[src/rtl/isaPkg.sv]
// Instruction set definitions
package isaPkg;

   // Field positions inside the 16-bit instruction word
   localparam int OPCODE_MSB = 15;
   localparam int OPCODE_LSB = 11;
   localparam int RS_MSB     = 10;  // First source register, also the branch operand
   localparam int RS_LSB     = 8;
   localparam int RT_MSB     = 7;   // Second source register
   localparam int RT_LSB     = 5;

   localparam int OPCODE_W = OPCODE_MSB - OPCODE_LSB + 1;  // Major opcode is five bits wide
   localparam int COND_W   = 2;  // Low opcode bits that pick the branch condition

   // The top three opcode bits mark a conditional branch when they equal this value
   localparam logic [2:0] BRANCH_GROUP = 3'b011;

   // Major opcodes that matter to the decode stage
   // Anything else is folded into opOther before it reaches the helper blocks
   typedef enum logic [OPCODE_W-1:0] {
      opOther = 5'b00000,  // Catch-all class for opcodes decode does not act on
      opJ     = 5'b00100,  // PC relative jump
      opJr    = 5'b00101,  // Register jump
      opJal   = 5'b00110,  // PC relative jump and link
      opJalr  = 5'b00111,  // Register jump and link
      opBeqz  = 5'b01100,  // Branch when Rs equals zero
      opBnez  = 5'b01101,  // Branch when Rs is not zero
      opBltz  = 5'b01110,  // Branch when Rs is negative
      opBgez  = 5'b01111   // Branch when Rs is zero or positive
   } opcodeT;

   // Branch condition carried in the two low opcode bits
   // The encoding lines up with the low bits of the four branch opcodes
   typedef enum logic [COND_W-1:0] {
      condEqz = 2'b00,  // Rs == 0
      condNez = 2'b01,  // Rs != 0
      condLtz = 2'b10,  // Rs < 0, sign bit set
      condGez = 2'b11   // Rs >= 0, sign bit clear
   } branchCondT;

   // Both link jumps share this pair of opcodes
   // A live one in decode writes r7 straight away
   // Its writeback three cycles later is then dropped

endpackage

[src/rtl/datapathPkg.sv]
// Datapath sizes and write sources
package datapathPkg;

   localparam int DATA_W = 16;  // Word width of registers, PC and immediates

   // Register file geometry
   localparam int REG_COUNT  = 8;
   localparam int REG_ADDR_W = $clog2(REG_COUNT);  // Three address bits for eight registers

   // Jump and link always returns through r7
   localparam logic [REG_ADDR_W-1:0] LINK_REG = 3'd7;

   // Instructions are two bytes, so the return address is the PC plus two
   localparam logic [DATA_W-1:0] PC_STEP = 16'd2;

   // Where the register file write data comes from
   typedef enum logic [1:0] {
      srcWriteback = 2'b00,  // Result handed back by the last pipeline stage
      srcImm       = 2'b01,  // LBI immediate
      srcLink      = 2'b10   // Return address, current PC plus two
   } wrSrcT;

   // The link tracker settles the source each cycle
   // The stage top turns it into the actual data word

endpackage

[src/rtl/regPortIf.sv]
// Register file port bundle
interface regPortIf
   import datapathPkg::*;
();

   // Two combinational read ports
   logic [REG_ADDR_W-1:0] rdAddr1;  // Rs
   logic [REG_ADDR_W-1:0] rdAddr2;  // Rt
   logic [DATA_W-1:0]     rdData1;
   logic [DATA_W-1:0]     rdData2;

   // Single clocked write port
   logic                  wrEn;
   logic [REG_ADDR_W-1:0] wrAddr;
   logic [DATA_W-1:0]     wrData;

   // Decode side sets up the addresses and the write, takes back the read data
   modport stage (
      output rdAddr1, rdAddr2,
      output wrEn, wrAddr, wrData,
      input  rdData1, rdData2
   );

   // Storage side answers reads and performs the write
   modport store (
      input  rdAddr1, rdAddr2,
      input  wrEn, wrAddr, wrData,
      output rdData1, rdData2
   );

endinterface

[src/rtl/regFile.sv]
// Eight entry register file
module regFile
   import datapathPkg::*;
(
   input logic     clk,
   input logic     rstN,
   regPortIf.store port
);

   logic [DATA_W-1:0] regs [REG_COUNT];  // Architectural registers r0 to r7

   // Read one register, forwarding the write that lands on the coming edge
   // This way a reader in the same cycle as the writer already sees the new value
   function automatic logic [DATA_W-1:0] readBypass(input logic [REG_ADDR_W-1:0] addr);
      logic hit;
      hit = port.wrEn && (port.wrAddr == addr);
      if (hit) begin
         return port.wrData;  // Write-through path
      end
      return regs[addr];
   endfunction

   // Both read ports are purely combinational
   always_comb begin
      port.rdData1 = readBypass(port.rdAddr1);
      port.rdData2 = readBypass(port.rdAddr2);  // Same rule as port 1
   end

   // One write per cycle at the rising edge
   always_ff @(posedge clk or negedge rstN) begin
      if (!rstN) begin
         // Every register starts at zero
         for (int i = 0; i < REG_COUNT; i++) begin
            regs[i] <= '0;
         end
      end else if (port.wrEn) begin
         regs[port.wrAddr] <= port.wrData;  // Address and data come already resolved
      end
   end

   // r0 is an ordinary register in this ISA and can be written
   // The link tracker picks the address, so this block never checks it

endmodule

[src/rtl/branchResolve.sv]
// Branch and jump resolution
module branchResolve
   import isaPkg::*;
   import datapathPkg::*;
(
   input  opcodeT            opcode,   // Already classified by the stage top
   input  logic [DATA_W-1:0] rsValue,  // Rs as read this cycle, write-through included
   input  logic              halt,
   output logic              pcSel     // High to redirect fetch
);

   logic       isZero;    // Rs is all zeros
   logic       isNeg;     // Sign bit of Rs
   logic       isBranch;  // One of the four conditional branches
   logic       isJump;    // One of the four unconditional jumps
   logic       condMet;   // Branch condition holds for Rs
   branchCondT cond;

   // Flags on the single operand
   assign isZero = (rsValue == '0);
   assign isNeg  = rsValue[DATA_W-1];  // Two's complement sign

   // The top three opcode bits tell a branch apart from everything else
   assign isBranch = (opcode[OPCODE_W-1 -: 3] == BRANCH_GROUP);
   assign cond     = branchCondT'(opcode[COND_W-1:0]);  // Low bits name the condition

   // Condition test
   always_comb begin
      case (cond)
         condEqz: condMet = isZero;
         condNez: condMet = !isZero;
         condLtz: condMet = isNeg;
         condGez: condMet = !isNeg;  // Zero counts as non-negative
         default: condMet = 1'b0;
      endcase
   end

   // Jumps always redirect, linked or not
   always_comb begin
      case (opcode)
         opJ, opJr, opJal, opJalr: isJump = 1'b1;
         default:                  isJump = 1'b0;
      endcase
   end

   // A halted pipeline never redirects the PC
   assign pcSel = !halt && ((isBranch && condMet) || isJump);

endmodule

[src/rtl/linkTracker.sv]
// Jump and link write tracking
module linkTracker
   import isaPkg::*;
   import datapathPkg::*;
(
   input  logic                  clk,
   input  logic                  rstN,
   input  opcodeT                opcode,  // Opcode class of the instruction in decode
   input  logic                  halt,
   input  logic                  wbEn,    // Write request from the last stage
   input  logic [REG_ADDR_W-1:0] wbAddr,
   input  logic                  lbi,     // Writeback carries an LBI immediate
   input  logic                  link,    // Writeback carries a return address
   output logic                  wrEn,
   output logic [REG_ADDR_W-1:0] wrAddr,
   output wrSrcT                 wrSrc
);

   logic jalDecode;  // Live jump and link sitting in decode
   logic jalEx;      // Same instruction one stage on, in execute
   logic jalMem;     // In memory
   logic jalWb;      // In writeback, where its late write must be dropped

   // A halted jump and link does not retire, so it neither writes nor enters the shadow
   always_comb begin
      jalDecode = ((opcode == opJal) || (opcode == opJalr)) && !halt;
   end

   // Shadow of the link instruction as it moves down the pipeline
   always_ff @(posedge clk or negedge rstN) begin
      if (!rstN) begin
         jalEx  <= 1'b0;
         jalMem <= 1'b0;
         jalWb  <= 1'b0;
      end else begin
         jalEx  <= jalDecode;
         jalMem <= jalEx;
         jalWb  <= jalMem;  // Lines up with wbEn from the real pipeline
      end
   end

   // Decode-time r7 write always goes through
   // The late write of the same instruction has already happened, so it is masked
   assign wrEn = jalDecode || (wbEn && !jalWb);

   // Link write in decode owns the port, otherwise the writeback address is used
   assign wrAddr = jalDecode ? LINK_REG : wbAddr;

   // Data source by priority
   always_comb begin
      if (jalDecode) begin
         wrSrc = srcLink;  // Return address of the instruction in decode
      end else if (link) begin
         wrSrc = srcLink;  // Writeback asks for the return address, link beats lbi
      end else if (lbi) begin
         wrSrc = srcImm;
      end else begin
         wrSrc = srcWriteback;
      end
   end

endmodule

[src/rtl/decodeStage.sv]
// Processor decode stage
module decodeStage
   import isaPkg::*;
   import datapathPkg::*;
(
   input  logic                  clk,
   input  logic                  rstN,
   input  logic [DATA_W-1:0]     instr,      // Instruction in decode
   input  logic [DATA_W-1:0]     imm,        // LBI immediate from the writeback side
   input  logic [DATA_W-1:0]     writeback,  // Result from the last stage
   input  logic [DATA_W-1:0]     pcNow,      // PC used for the return address
   input  logic [REG_ADDR_W-1:0] wbAddr,     // Destination of the writeback
   input  logic                  wbEn,
   input  logic                  lbi,
   input  logic                  link,
   input  logic                  halt,
   output logic [DATA_W-1:0]     reg1Data,   // Rs contents
   output logic [DATA_W-1:0]     reg2Data,   // Rt contents
   output logic                  pcSel       // Taken branch or jump
);

   opcodeT            opcode;     // Classified major opcode
   logic [DATA_W-1:0] linkValue;  // Return address, pcNow plus one instruction
   wrSrcT             wrSrc;      // Chosen by the link tracker

   regPortIf regPort ();  // Bundle between this stage and the register file

   // Fold the raw opcode into the classes the helper blocks know about
   always_comb begin
      case (instr[OPCODE_MSB:OPCODE_LSB])
         opJ, opJr, opJal, opJalr,
         opBeqz, opBnez, opBltz, opBgez: begin
            opcode = opcodeT'(instr[OPCODE_MSB:OPCODE_LSB]);
         end
         default: begin
            opcode = opOther;  // ALU, memory and system opcodes look alike here
         end
      endcase
   end

   // Register fields go straight to the read ports
   assign regPort.rdAddr1 = instr[RS_MSB:RS_LSB];
   assign regPort.rdAddr2 = instr[RT_MSB:RT_LSB];

   assign linkValue = pcNow + PC_STEP;  // Wraps at the top of the address space

   // Turn the source choice into the data word
   always_comb begin
      case (wrSrc)
         srcLink: regPort.wrData = linkValue;
         srcImm:  regPort.wrData = imm;
         default: regPort.wrData = writeback;
      endcase
   end

   // Storage with write-through reads
   regFile regFile0 (
      .clk  (clk),
      .rstN (rstN),
      .port (regPort.store)
   );

   // Owns the write enable and address, including the r7 link write
   linkTracker linkTracker0 (
      .clk    (clk),
      .rstN   (rstN),
      .opcode (opcode),
      .halt   (halt),
      .wbEn   (wbEn),
      .wbAddr (wbAddr),
      .lbi    (lbi),
      .link   (link),
      .wrEn   (regPort.wrEn),
      .wrAddr (regPort.wrAddr),
      .wrSrc  (wrSrc)
   );

   // Branch operand is Rs as seen on read port 1
   branchResolve branchResolve0 (
      .opcode  (opcode),
      .rsValue (regPort.rdData1),
      .halt    (halt),
      .pcSel   (pcSel)
   );

   // Read data leaves the stage unchanged
   assign reg1Data = regPort.rdData1;
   assign reg2Data = regPort.rdData2;

endmodule

[config.mk]
export PLATFORM = sky130hd
export DESIGN_NAME = decodeStage
export DESIGN_NICKNAME = d
export VERILOG_FILES = /design/src/rtl/isaPkg.sv /design/src/rtl/datapathPkg.sv /design/src/rtl/regPortIf.sv /design/src/rtl/regFile.sv /design/src/rtl/branchResolve.sv /design/src/rtl/linkTracker.sv /design/src/rtl/decodeStage.sv
export SDC_FILE = /design/constraint.sdc
export NUM_CORES = 1
export LEC_CHECK = 0
export CORE_UTILIZATION = 47
export DETAILED_ROUTE_END_ITERATION = 10
export DONT_BUFFER_PORTS = 1
export PLACE_DENSITY_LB_ADDON = 0.05
export SLEW_MARGIN = 10
export SYNTH_ARGS = -nofsm -noshare
export SYNTH_HDL_FRONTEND = slang
export SYNTH_SLANG_ARGS = --single-unit
[constraint.sdc]
create_clock -name clk -period 4.92 [get_ports clk]
set_clock_uncertainty 0.05 [all_clocks]
set_input_delay 0.492 -clock clk [delete_from_list [all_inputs] [get_ports clk]]
set_output_delay 0.492 -clock clk [all_outputs]
set_load 0.1 [all_outputs]
==> results.json, run 1 <==
{
  "dp.final_hpwl_um": 14600,
  "avgSynthCellArea_um2": 10.1,
  "wl_per_cell_um": 22.5,
  "cts-root-buf": "clkbuf_16",
  "arrival_ns": 4.06,
  "synth_cells": 779,
  "max-slew-margin-rel": 0.274,
  "cp_max_fo": 12,
  "synth_ff_type": "dfrtp_1",
  "htree_levels": 4,
  "startpoint_type": "input pin",
  "p_leak_nw": 3.86,
  "num_rows": 46,
  "finalCritPeriodShare": 0.935,
  "synth_nets": 855,
  "drt-pass1-iter-count": 8,
  "cts_setup_buffers": 0,
  "syn_area_um2": 7870,
  "setup_tns_ns": 0,
  "routed_wl_um": 22800,
  "finish.utilization": 0.567,
  "start_util": 0.488,
  "hp-start": "wbAddr[1]",
  "clkTransAtPathRegs_ns": 0.06,
  "rsz0062_at_grt": "no",
  "drc": 0,
  "final_net_count": 859,
  "die-width_um": 131,
  "grt_pass1_wl_um": 36300,
  "hold_viol": 0,
  "power.density_nw_per_um2": 475,
  "use_met1": 0.359,
  "crit_start": "instr[15]",
  "peakVddDrop_uv": 290,
  "layout_min_cycle_time_ns": 4.60,
  "io_pins": 106,
  "multiInputGateArea_um2": 4440,
  "ys_seq_area_frac": 0.417,
  "post_cts_resize_count": 0,
  "area_growth_pct": 16.1,
  "die_y_um": 131,
  "setup_viol_count_final": 0,
  "run_status": "finished clean",
  "required_ns": 4.38,
  "cts_tree": "done",
  "p_comb_frac": 0.347,
  "antenna_found_initial": 0,
  "r2r-start": "linkTracker0.jalWb",
  "grt_start_max_net_pins": 132,
  "gr-total-overflow": 0,
  "drive_above_1_share": 0.270,
  "power_w": 0.00434,
  "netSwitchingPower_w": 0.00163,
  "hold_ws_ns": 0.236,
  "slew_viol_final": 0,
  "synth_edf_count": 0,
  "core_area_um2": 16100,
  "max_freq_ghz": 0.217,
  "tightestPinTransition_ns": 1.09,
  "clkPwrFrac": 0.310,
  "antenna_left": 0,
  "vias_per_cell": 6.16,
  "drv_cap": 0,
  "place.gp.congestion": 0.924,
  "ys_warn_count": 0,
  "clk_latency_ns": 0.42,
  "grtUsageTotal": 0.279,
  "grt.busiest_layer": "met2",
  "crit_type": "in -> out",
  "cts_num_sinks": 131,
  "met2_usage": 0.468,
  "p_int_w": 0.00271,
  "ys_types": 53,
  "endpoint_kind": "primary output",
  "drtIter0Drc": 530,
  "seqPwrFrac": 0.343,
  "grt_pass1_vias": 6415,
  "diodes": 0,
  "switching_share": 0.375,
  "via_count": 6231,
  "hold_class": "in -> reg",
  "clockBufferDepth": 2,
  "yosys_register_bits": 131,
  "numCtsBuffers": 17,
  "num-fill-cells": 1439,
  "ys_async_sr_fraction": 1.00,
  "die_area_um2": 17300,
  "seqCellArea_um2": 3280,
  "met3_usage": 0.0478,
  "port_buffers": 0
}
path summary, 6_finish.rpt:
kind	end	slack (ns)	depth (start not counted)
min	regFile0.regs[48]	0.24	2
max reg2reg	regFile0.regs[19]	2.67	5
max in group asynchronous	regFile0.regs[75]	3.63	2
min in group asynchronous	linkTracker0.jalWb	0.59	2
max	pcSel	0.32	15
min reg2reg	linkTracker0.jalWb	0.31	0
metal layers:
layer  vias up  share of wire
met3        48          0.044
met4         0          0.029
met1      3145           0.42
li1       2865              -
met5         -              0
met2       173           0.51
critical path: stages:
cell	delay [ns]
and3b_1	0.27
nand2_1	0.14
inv_2	0.16
nor2_1	0.09
and2_1	0.17
ha_1	0.48
nor2b_1	0.28
a222oi_1	0.60
buf_4	0.29
nand2b_1	0.14
o22ai_1	0.16
nand4_1	0.13
and4b_1	0.24
nor3_4	0.22
buf_12	0.20
cells in the mapped netlist (all sizes together), types with 3 or more instances:
cell	n	area share
inv	5	0.0024
nor2	29	0.014
and3	4	0.0032
mux2i	24	0.031
mux4	65	0.19
ha	3	0.0048
xor2	5	0.0056
mux2	19	0.027
and2	4	0.0032
buf	16	0.0094
nand4	12	0.0095
xnor2	8	0.0089
nor2b	5	0.0040
clkbuf	59	0.028
a22o	3	0.0033
nor3b	3	0.0029
and4b	3	0.0038
a222oi	7	0.0089
nor3	12	0.0083
nand3	7	0.0051
o21ai	142	0.090
dfrtp	131	0.42
nand2	152	0.073
a21oi	26	0.017
nand2b	6	0.0048
power groups by stage:
stage	Combinational [W]	Clock, W	Sequential, W
finish	0.00151	0.00135	0.00149
CTS	0.00152	0.00137	0.00148
global placement	0.00147	0	0.00148
detailed placement	0.00149	0	0.00150
floorplan	0.00120	0	0.00144
global route	0.00161	0.00142	0.00152
placed cells by master (no fill, tap or decap), types with 6 or more instances in the layout:
| master | count |
|---|---|
| nor3_1 | 11 |
| nand2b_1 | 6 |
| nand3_1 | 6 |
| mux2_2 | 19 |
| buf_4 | 56 |
| clkbuf_16 | 17 |
| nor2_1 | 29 |
| nand2_1 | 151 |
| o21ai_2 | 20 |
| mux4_2 | 65 |
| a222oi_1 | 7 |
| mux2i_1 | 13 |
| dfrtp_1 | 131 |
| a21oi_1 | 26 |
| o21ai_0 | 87 |
| o21ai_1 | 35 |
| nand4_1 | 12 |
| xnor2_1 | 8 |
| mux2i_2 | 8 |
sequential cells by signal, summed over array words and instances, names as in the netlist:
| name | count |
|---|---|
| regFile0.regs | 128 |
| linkTracker0.jalEx | 1 |
| linkTracker0.jalMem | 1 |
| linkTracker0.jalWb | 1 |
logic make-up (layout without fill, tap and decap cells):
logic type	Yosys count	after routing	synth area share
fa+ha+maj	3	3	0.00477
simple gates	248	248	0.142
xor+xnor	13	13	0.0145
compound gates	195	195	0.138
flops	131	131	0.417
mux	108	108	0.244
buf+inv	81	98	0.0404
cell type report:
type,instances,share of cell area
clock buffer,20,0.0489
clock inverter,12,0.0199
inverter,6,0.00247
multi-input combinational,567,0.486
timing repair buffer,60,0.0545
sequential,131,0.359
tap,216,0.0296
repair_timing:
action | 4_1_cts | 5_1_grt
setup endpoints to repair | 0 | 0
hold buffers | 1 | 1
endpoints found under the hold margin | 131 | 4
through the flow:
step	setup slack (ns)	instances	cell area, um2
after global routing	0.0553	1012	9140
after floorplan	-0.287	779	7890
after detailed placement	0.279	978	8470
final	0.320	1012	9140
after CTS	0.277	1011	9130
after global placement	0.395	978	8470
Power figures use the tool's default switching activity.
==> run 2: changes to the inputs <==
Settings changed: BUFFER_PORTS_ARGS set to -buffer_cell sky130_fd_sc_hd__buf_4, DONT_BUFFER_PORTS 1 to not set.
==> results.json, run 2 (synthesized netlist as in run 1, its figures left out) <==
{
  "clk_latency_ns": 0.42,
  "routed_wl_um": 23500,
  "cts_setup_buffers": 0,
  "area_growth_pct": 20.2,
  "dp.final_hpwl_um": 15500,
  "finalCritPeriodShare": 0.922,
  "startpoint_type": "input pin",
  "endpoint_kind": "primary output",
  "die_area_um2": 17300,
  "finish.utilization": 0.587,
  "hold_ws_ns": 0.0510,
  "setup_viol_count_final": 0,
  "slew_viol_final": 0,
  "final_common_cell": "nand2_1",
  "diodes": 0,
  "layout_min_cycle_time_ns": 4.53,
  "clkTransAtPathRegs_ns": 0.06,
  "p_leak_nw": 4.16,
  "max_freq_ghz": 0.221,
  "via_count": 6625,
  "max_flop_register": "regFile0.regs",
  "cts-root-buf": "clkbuf_16",
  "drtIter0Drc": 457,
  "antenna_left": 0,
  "num-fill-cells": 1383,
  "crit_start": "instr[15]",
  "drive_above_1_share": 0.298,
  "r2r-start": "linkTracker0.jalWb",
  "power.density_nw_per_um2": 459,
  "run_status": "finished clean",
  "vias_per_cell": 6.12,
  "required_ns": 4.38,
  "drt-pass1-iter-count": 7,
  "die-width_um": 131,
  "cts_num_sinks": 131,
  "cp_max_fo": 16,
  "drc": 0,
  "pre_cts_ws_ns": 0.346,
  "drv_cap": 0,
  "rr_worst_depth": 5,
  "place.gp.congestion": 0.900,
  "grtUsageTotal": 0.285,
  "setup_tns_ns": 0,
  "htree_levels": 4,
  "hold_class": "in -> async",
  "post_cts_resize_count": 0,
  "crit_type": "in -> out",
  "gr-total-overflow": 0,
  "port_buffers": 100,
  "grt_pass1_vias": 6589,
  "grt_start_max_net_pins": 52,
  "rsz0062_at_grt": "no",
  "largest_reg_flops": 128,
  "postCtsHoldBufs": 0,
  "fin_ws_ns": 0.385,
  "grt_pass1_wl_um": 37100,
  "num_rows": 46,
  "arrival_ns": 3.99,
  "cts_tree": "done",
  "antenna_found_initial": 0,
  "hold_viol": 0,
  "clockBufferDepth": 2,
  "crit_end": "pcSel",
  "numCtsBuffers": 17,
  "wl_per_cell_um": 21.7,
  "core_area_um2": 16100,
  "regToRegEndpoint": "regFile0.regs[31]",
  "peakVddDrop_uv": 279,
  "reg2reg_slack_ns": 2.65,
  "final_net_count": 930,
  "tightestPinTransition_ns": 1.05,
  "start_util": 0.488,
  "die_y_um": 131,
  "max-slew-margin-rel": 0.298,
  "final_cell_mix": "nand2_1 (152), buf_4 (131), dfrtp_1 (131)",
  "io_pins": 106,
  "power_w": 0.00435
}
## run 2: changes by cell type in the layout (fill, tap and decap cells not counted), moves of 4 or more
cell / change
mux2i_2: -5
o21ai_0: +4
o21ai_2: -20
o21ai_1: +16
buf_4: +75
mux2i_1: +8
## run 2: layer usage
metal,wire length (um),GRT usage
met4,647,0.127
met3,1400,0.0544
met1,9370,0.354
met5,0,0
met2,12000,0.484
## run 2: area by class of cell
class	instances	area, um2	area share
clock inverter	12	156	0.0165
sequential	131	3280	0.346
multi-input combinational	567	4300	0.455
tap	216	270	0.0286
inverter	6	22.5	0.00238
clock buffer	20	447	0.0472
timing repair buffer	131	983	0.104
## run 2: power breakdown
group	internal, W	total, W	switching, W
clock	0.000810	0.00130	0.000487
sequential	0.00130	0.00149	0.000186
combinational	0.000557	0.00156	0.00100
total	0.00267	0.00435	0.00168
## run 2: how the worst min path moves through the flow
stage / from / to / slack, ns / cells past startpoint
6_report: rstN / linkTracker0.jalWb / 0.05 / 1
4_1_cts: rstN / linkTracker0.jalWb / 0.07 / 1
5_1_grt: rstN / linkTracker0.jalWb / 0.09 / 1
3_3_place_gp: linkTracker0.jalEx / linkTracker0.jalMem / 0.28 / 0
2_1_floorplan: rstN / linkTracker0.jalEx / 0.15 / 0
3_5_place_dp: linkTracker0.jalMem / linkTracker0.jalWb / 0.29 / 0
## run 2: worst max-delay path: stages
cell and delay [ns]:
buf_4 0.11, and3b_1 0.27, nand2_1 0.13, inv_2 0.16, nor2_1 0.09, and2_1 0.18, ha_1 0.34, buf_4 0.20
nor2b_1 0.63, a22o_1 0.25, a21oi_1 0.06, and3_1 0.19, nand4_1 0.09, o21ai_1 0.07, nand4_1 0.15, nor2_1 0.09
nor3_4 0.16, buf_4 0.31
## run 2: through the flow
stage                     std cells  cell area, um2
after floorplan                 779            7890
after global placement         1051            8860
after detailed placement       1051            8860
after CTS                      1083            9460
after global routing           1083            9460
final                          1083            9460
==> run 3: changes to the inputs <==
Settings changed: CORE_MARGIN set to 8.
==> results.json, run 3 (synthesized netlist as in run 1, its figures left out) <==
{
  "clkTransAtPathRegs_ns": 0.06,
  "drv_cap": 0,
  "vias_per_cell": 6.02,
  "via_count": 6526,
  "hold_class": "reg -> reg",
  "max_freq_ghz": 0.216,
  "die_y_um": 145,
  "final_common_cell": "nand2_1",
  "power.density_nw_per_um2": 464,
  "layout_min_cycle_time_ns": 4.64,
  "wl_per_cell_um": 22.1,
  "final_cell_mix": "nand2_1 (152), dfrtp_1 (131), buf_4 (128)",
  "drive_above_1_share": 0.295,
  "endpoint_kind": "primary output",
  "dp.cells": 1052,
  "arrival_ns": 4.10,
  "cts_num_sinks": 131,
  "setup_viol_count_final": 0,
  "final_net_count": 928,
  "rsz0062_at_grt": "no",
  "area_growth_pct": 20.5,
  "tightestPinTransition_ns": 1.09,
  "slew_viol_final": 0,
  "p_int_w": 0.00273,
  "num_rows": 47,
  "dp.final_hpwl_um": 15900,
  "die-width_um": 145,
  "grt.busiest_layer": "met2",
  "grt_pass1_wl_um": 38300,
  "grt_start_max_net_pins": 51,
  "crit_type": "in -> out",
  "clkPwrFrac": 0.308,
  "numCtsBuffers": 17,
  "gr-total-overflow": 0,
  "antenna_left": 0,
  "io_pins": 106,
  "p_leak_nw": 4.17,
  "start_util": 0.478,
  "seqPwrFrac": 0.339,
  "drc": 0,
  "met2_usage": 0.386,
  "antenna_found_initial": 0,
  "cp_max_fo": 12,
  "setup_tns_ns": 0,
  "max-slew-margin-rel": 0.270,
  "hold_viol": 0,
  "clk_latency_ns": 0.42,
  "max_flop_register": "regFile0.regs",
  "switching_share": 0.379,
  "run_status": "finished clean",
  "met3_usage": 0.0463,
  "peakVddDrop_uv": 283,
  "htree_levels": 4,
  "cts-root-buf": "clkbuf_16",
  "clockBufferDepth": 2,
  "routed_wl_um": 24000,
  "die_area_um2": 21100,
  "grtUsageTotal": 0.233,
  "finalCritPeriodShare": 0.943,
  "drtIter0Drc": 473,
  "startpoint_type": "input pin",
  "stdcell_area_um2": 9480,
  "finish.utilization": 0.576,
  "place.gp.congestion": 0.916,
  "hold_ws_ns": 0.298,
  "use_met1": 0.293,
  "cts_tree": "done",
  "core_area_um2": 16500,
  "grt_pass1_vias": 6778,
  "required_ns": 4.38,
  "largest_reg_flops": 128,
  "diodes": 0,
  "final_cells": 1084,
  "p_comb_frac": 0.353,
  "drt-pass1-iter-count": 6,
  "netSwitchingPower_w": 0.00167,
  "port_buffers": 100,
  "cts_setup_buffers": 0,
  "postPlaceCellArea_um2": 8840
}
==> run 3: power by group through the flow <==
stage	clock network [W]	logic (W)	registers, W
floorplan	0	0.00120	0.00144
global placement	0	0.00154	0.00148
global route	0.00142	0.00166	0.00152
finish	0.00136	0.00155	0.00149
detailed placement	0	0.00156	0.00150
CTS	0.00137	0.00157	0.00149
==> run 3: critical path, stage by stage <==
cell and delay (ns):
buf_4 0.11, and3b_1 0.26, nand2_1 0.13, inv_2 0.16, nor2_1 0.09, and2_1 0.18
ha_1 0.42, nor2b_1 0.71, nand2_1 0.13, mux2i_1 0.20, a221oi_2 0.07, mux2i_2 0.31
nand2_1 0.11, and4b_1 0.24, nor3_4 0.17, buf_4 0.30
==> run 3: path summary, 6_finish.rpt <==
kind,from,end,cells past startpoint,slack (ns)
worst max-delay path,instr[15],pcSel,16,0.28
worst min-delay path,linkTracker0.jalEx,linkTracker0.jalMem,0,0.30
worst max register to register,linkTracker0.jalWb,regFile0.regs[18],5,2.63
worst min register to register,linkTracker0.jalEx,linkTracker0.jalMem,0,0.30
max in group asynchronous,rstN,regFile0.regs[71],3,3.27
min in group asynchronous,rstN,linkTracker0.jalMem,2,0.53
==> run 3: stage by stage <==
stage / total power, W / setup WS (ns)
6_report: 0.00440 / 0.281
5_1_grt: 0.00461 / 0.0376
4_1_cts: 0.00443 / 0.291
3_5_place_dp: 0.00306 / 0.324
3_3_place_gp: 0.00302 / 0.443
2_1_floorplan: 0.00263 / -0.287
==> run 3: timing repair <==
action | 4_1_cts | 5_1_grt
endpoints found under the setup margin | 0 | 0
hold buffers | 1 | 0
hold endpoints to repair | 5 | 0
resized for setup | 0 | 0
==> run 3: layout make-up <==
class / instances / area, um2
tap: 220 / 275
sequential: 131 / 3280
inverter: 6 / 22.5
multi-input combinational: 567 / 4300
fill: 1470 / 6990
clock buffer: 19 / 453
clock inverter: 12 / 179
timing repair buffer: 129 / 971
==> run 3: layer usage <==
metal | part of all wire | wire length, um
met4 | 0.030 | 727
met3 | 0.044 | 1070
met5 | 0 | 0
met2 | 0.51 | 12200
met1 | 0.42 | 9990
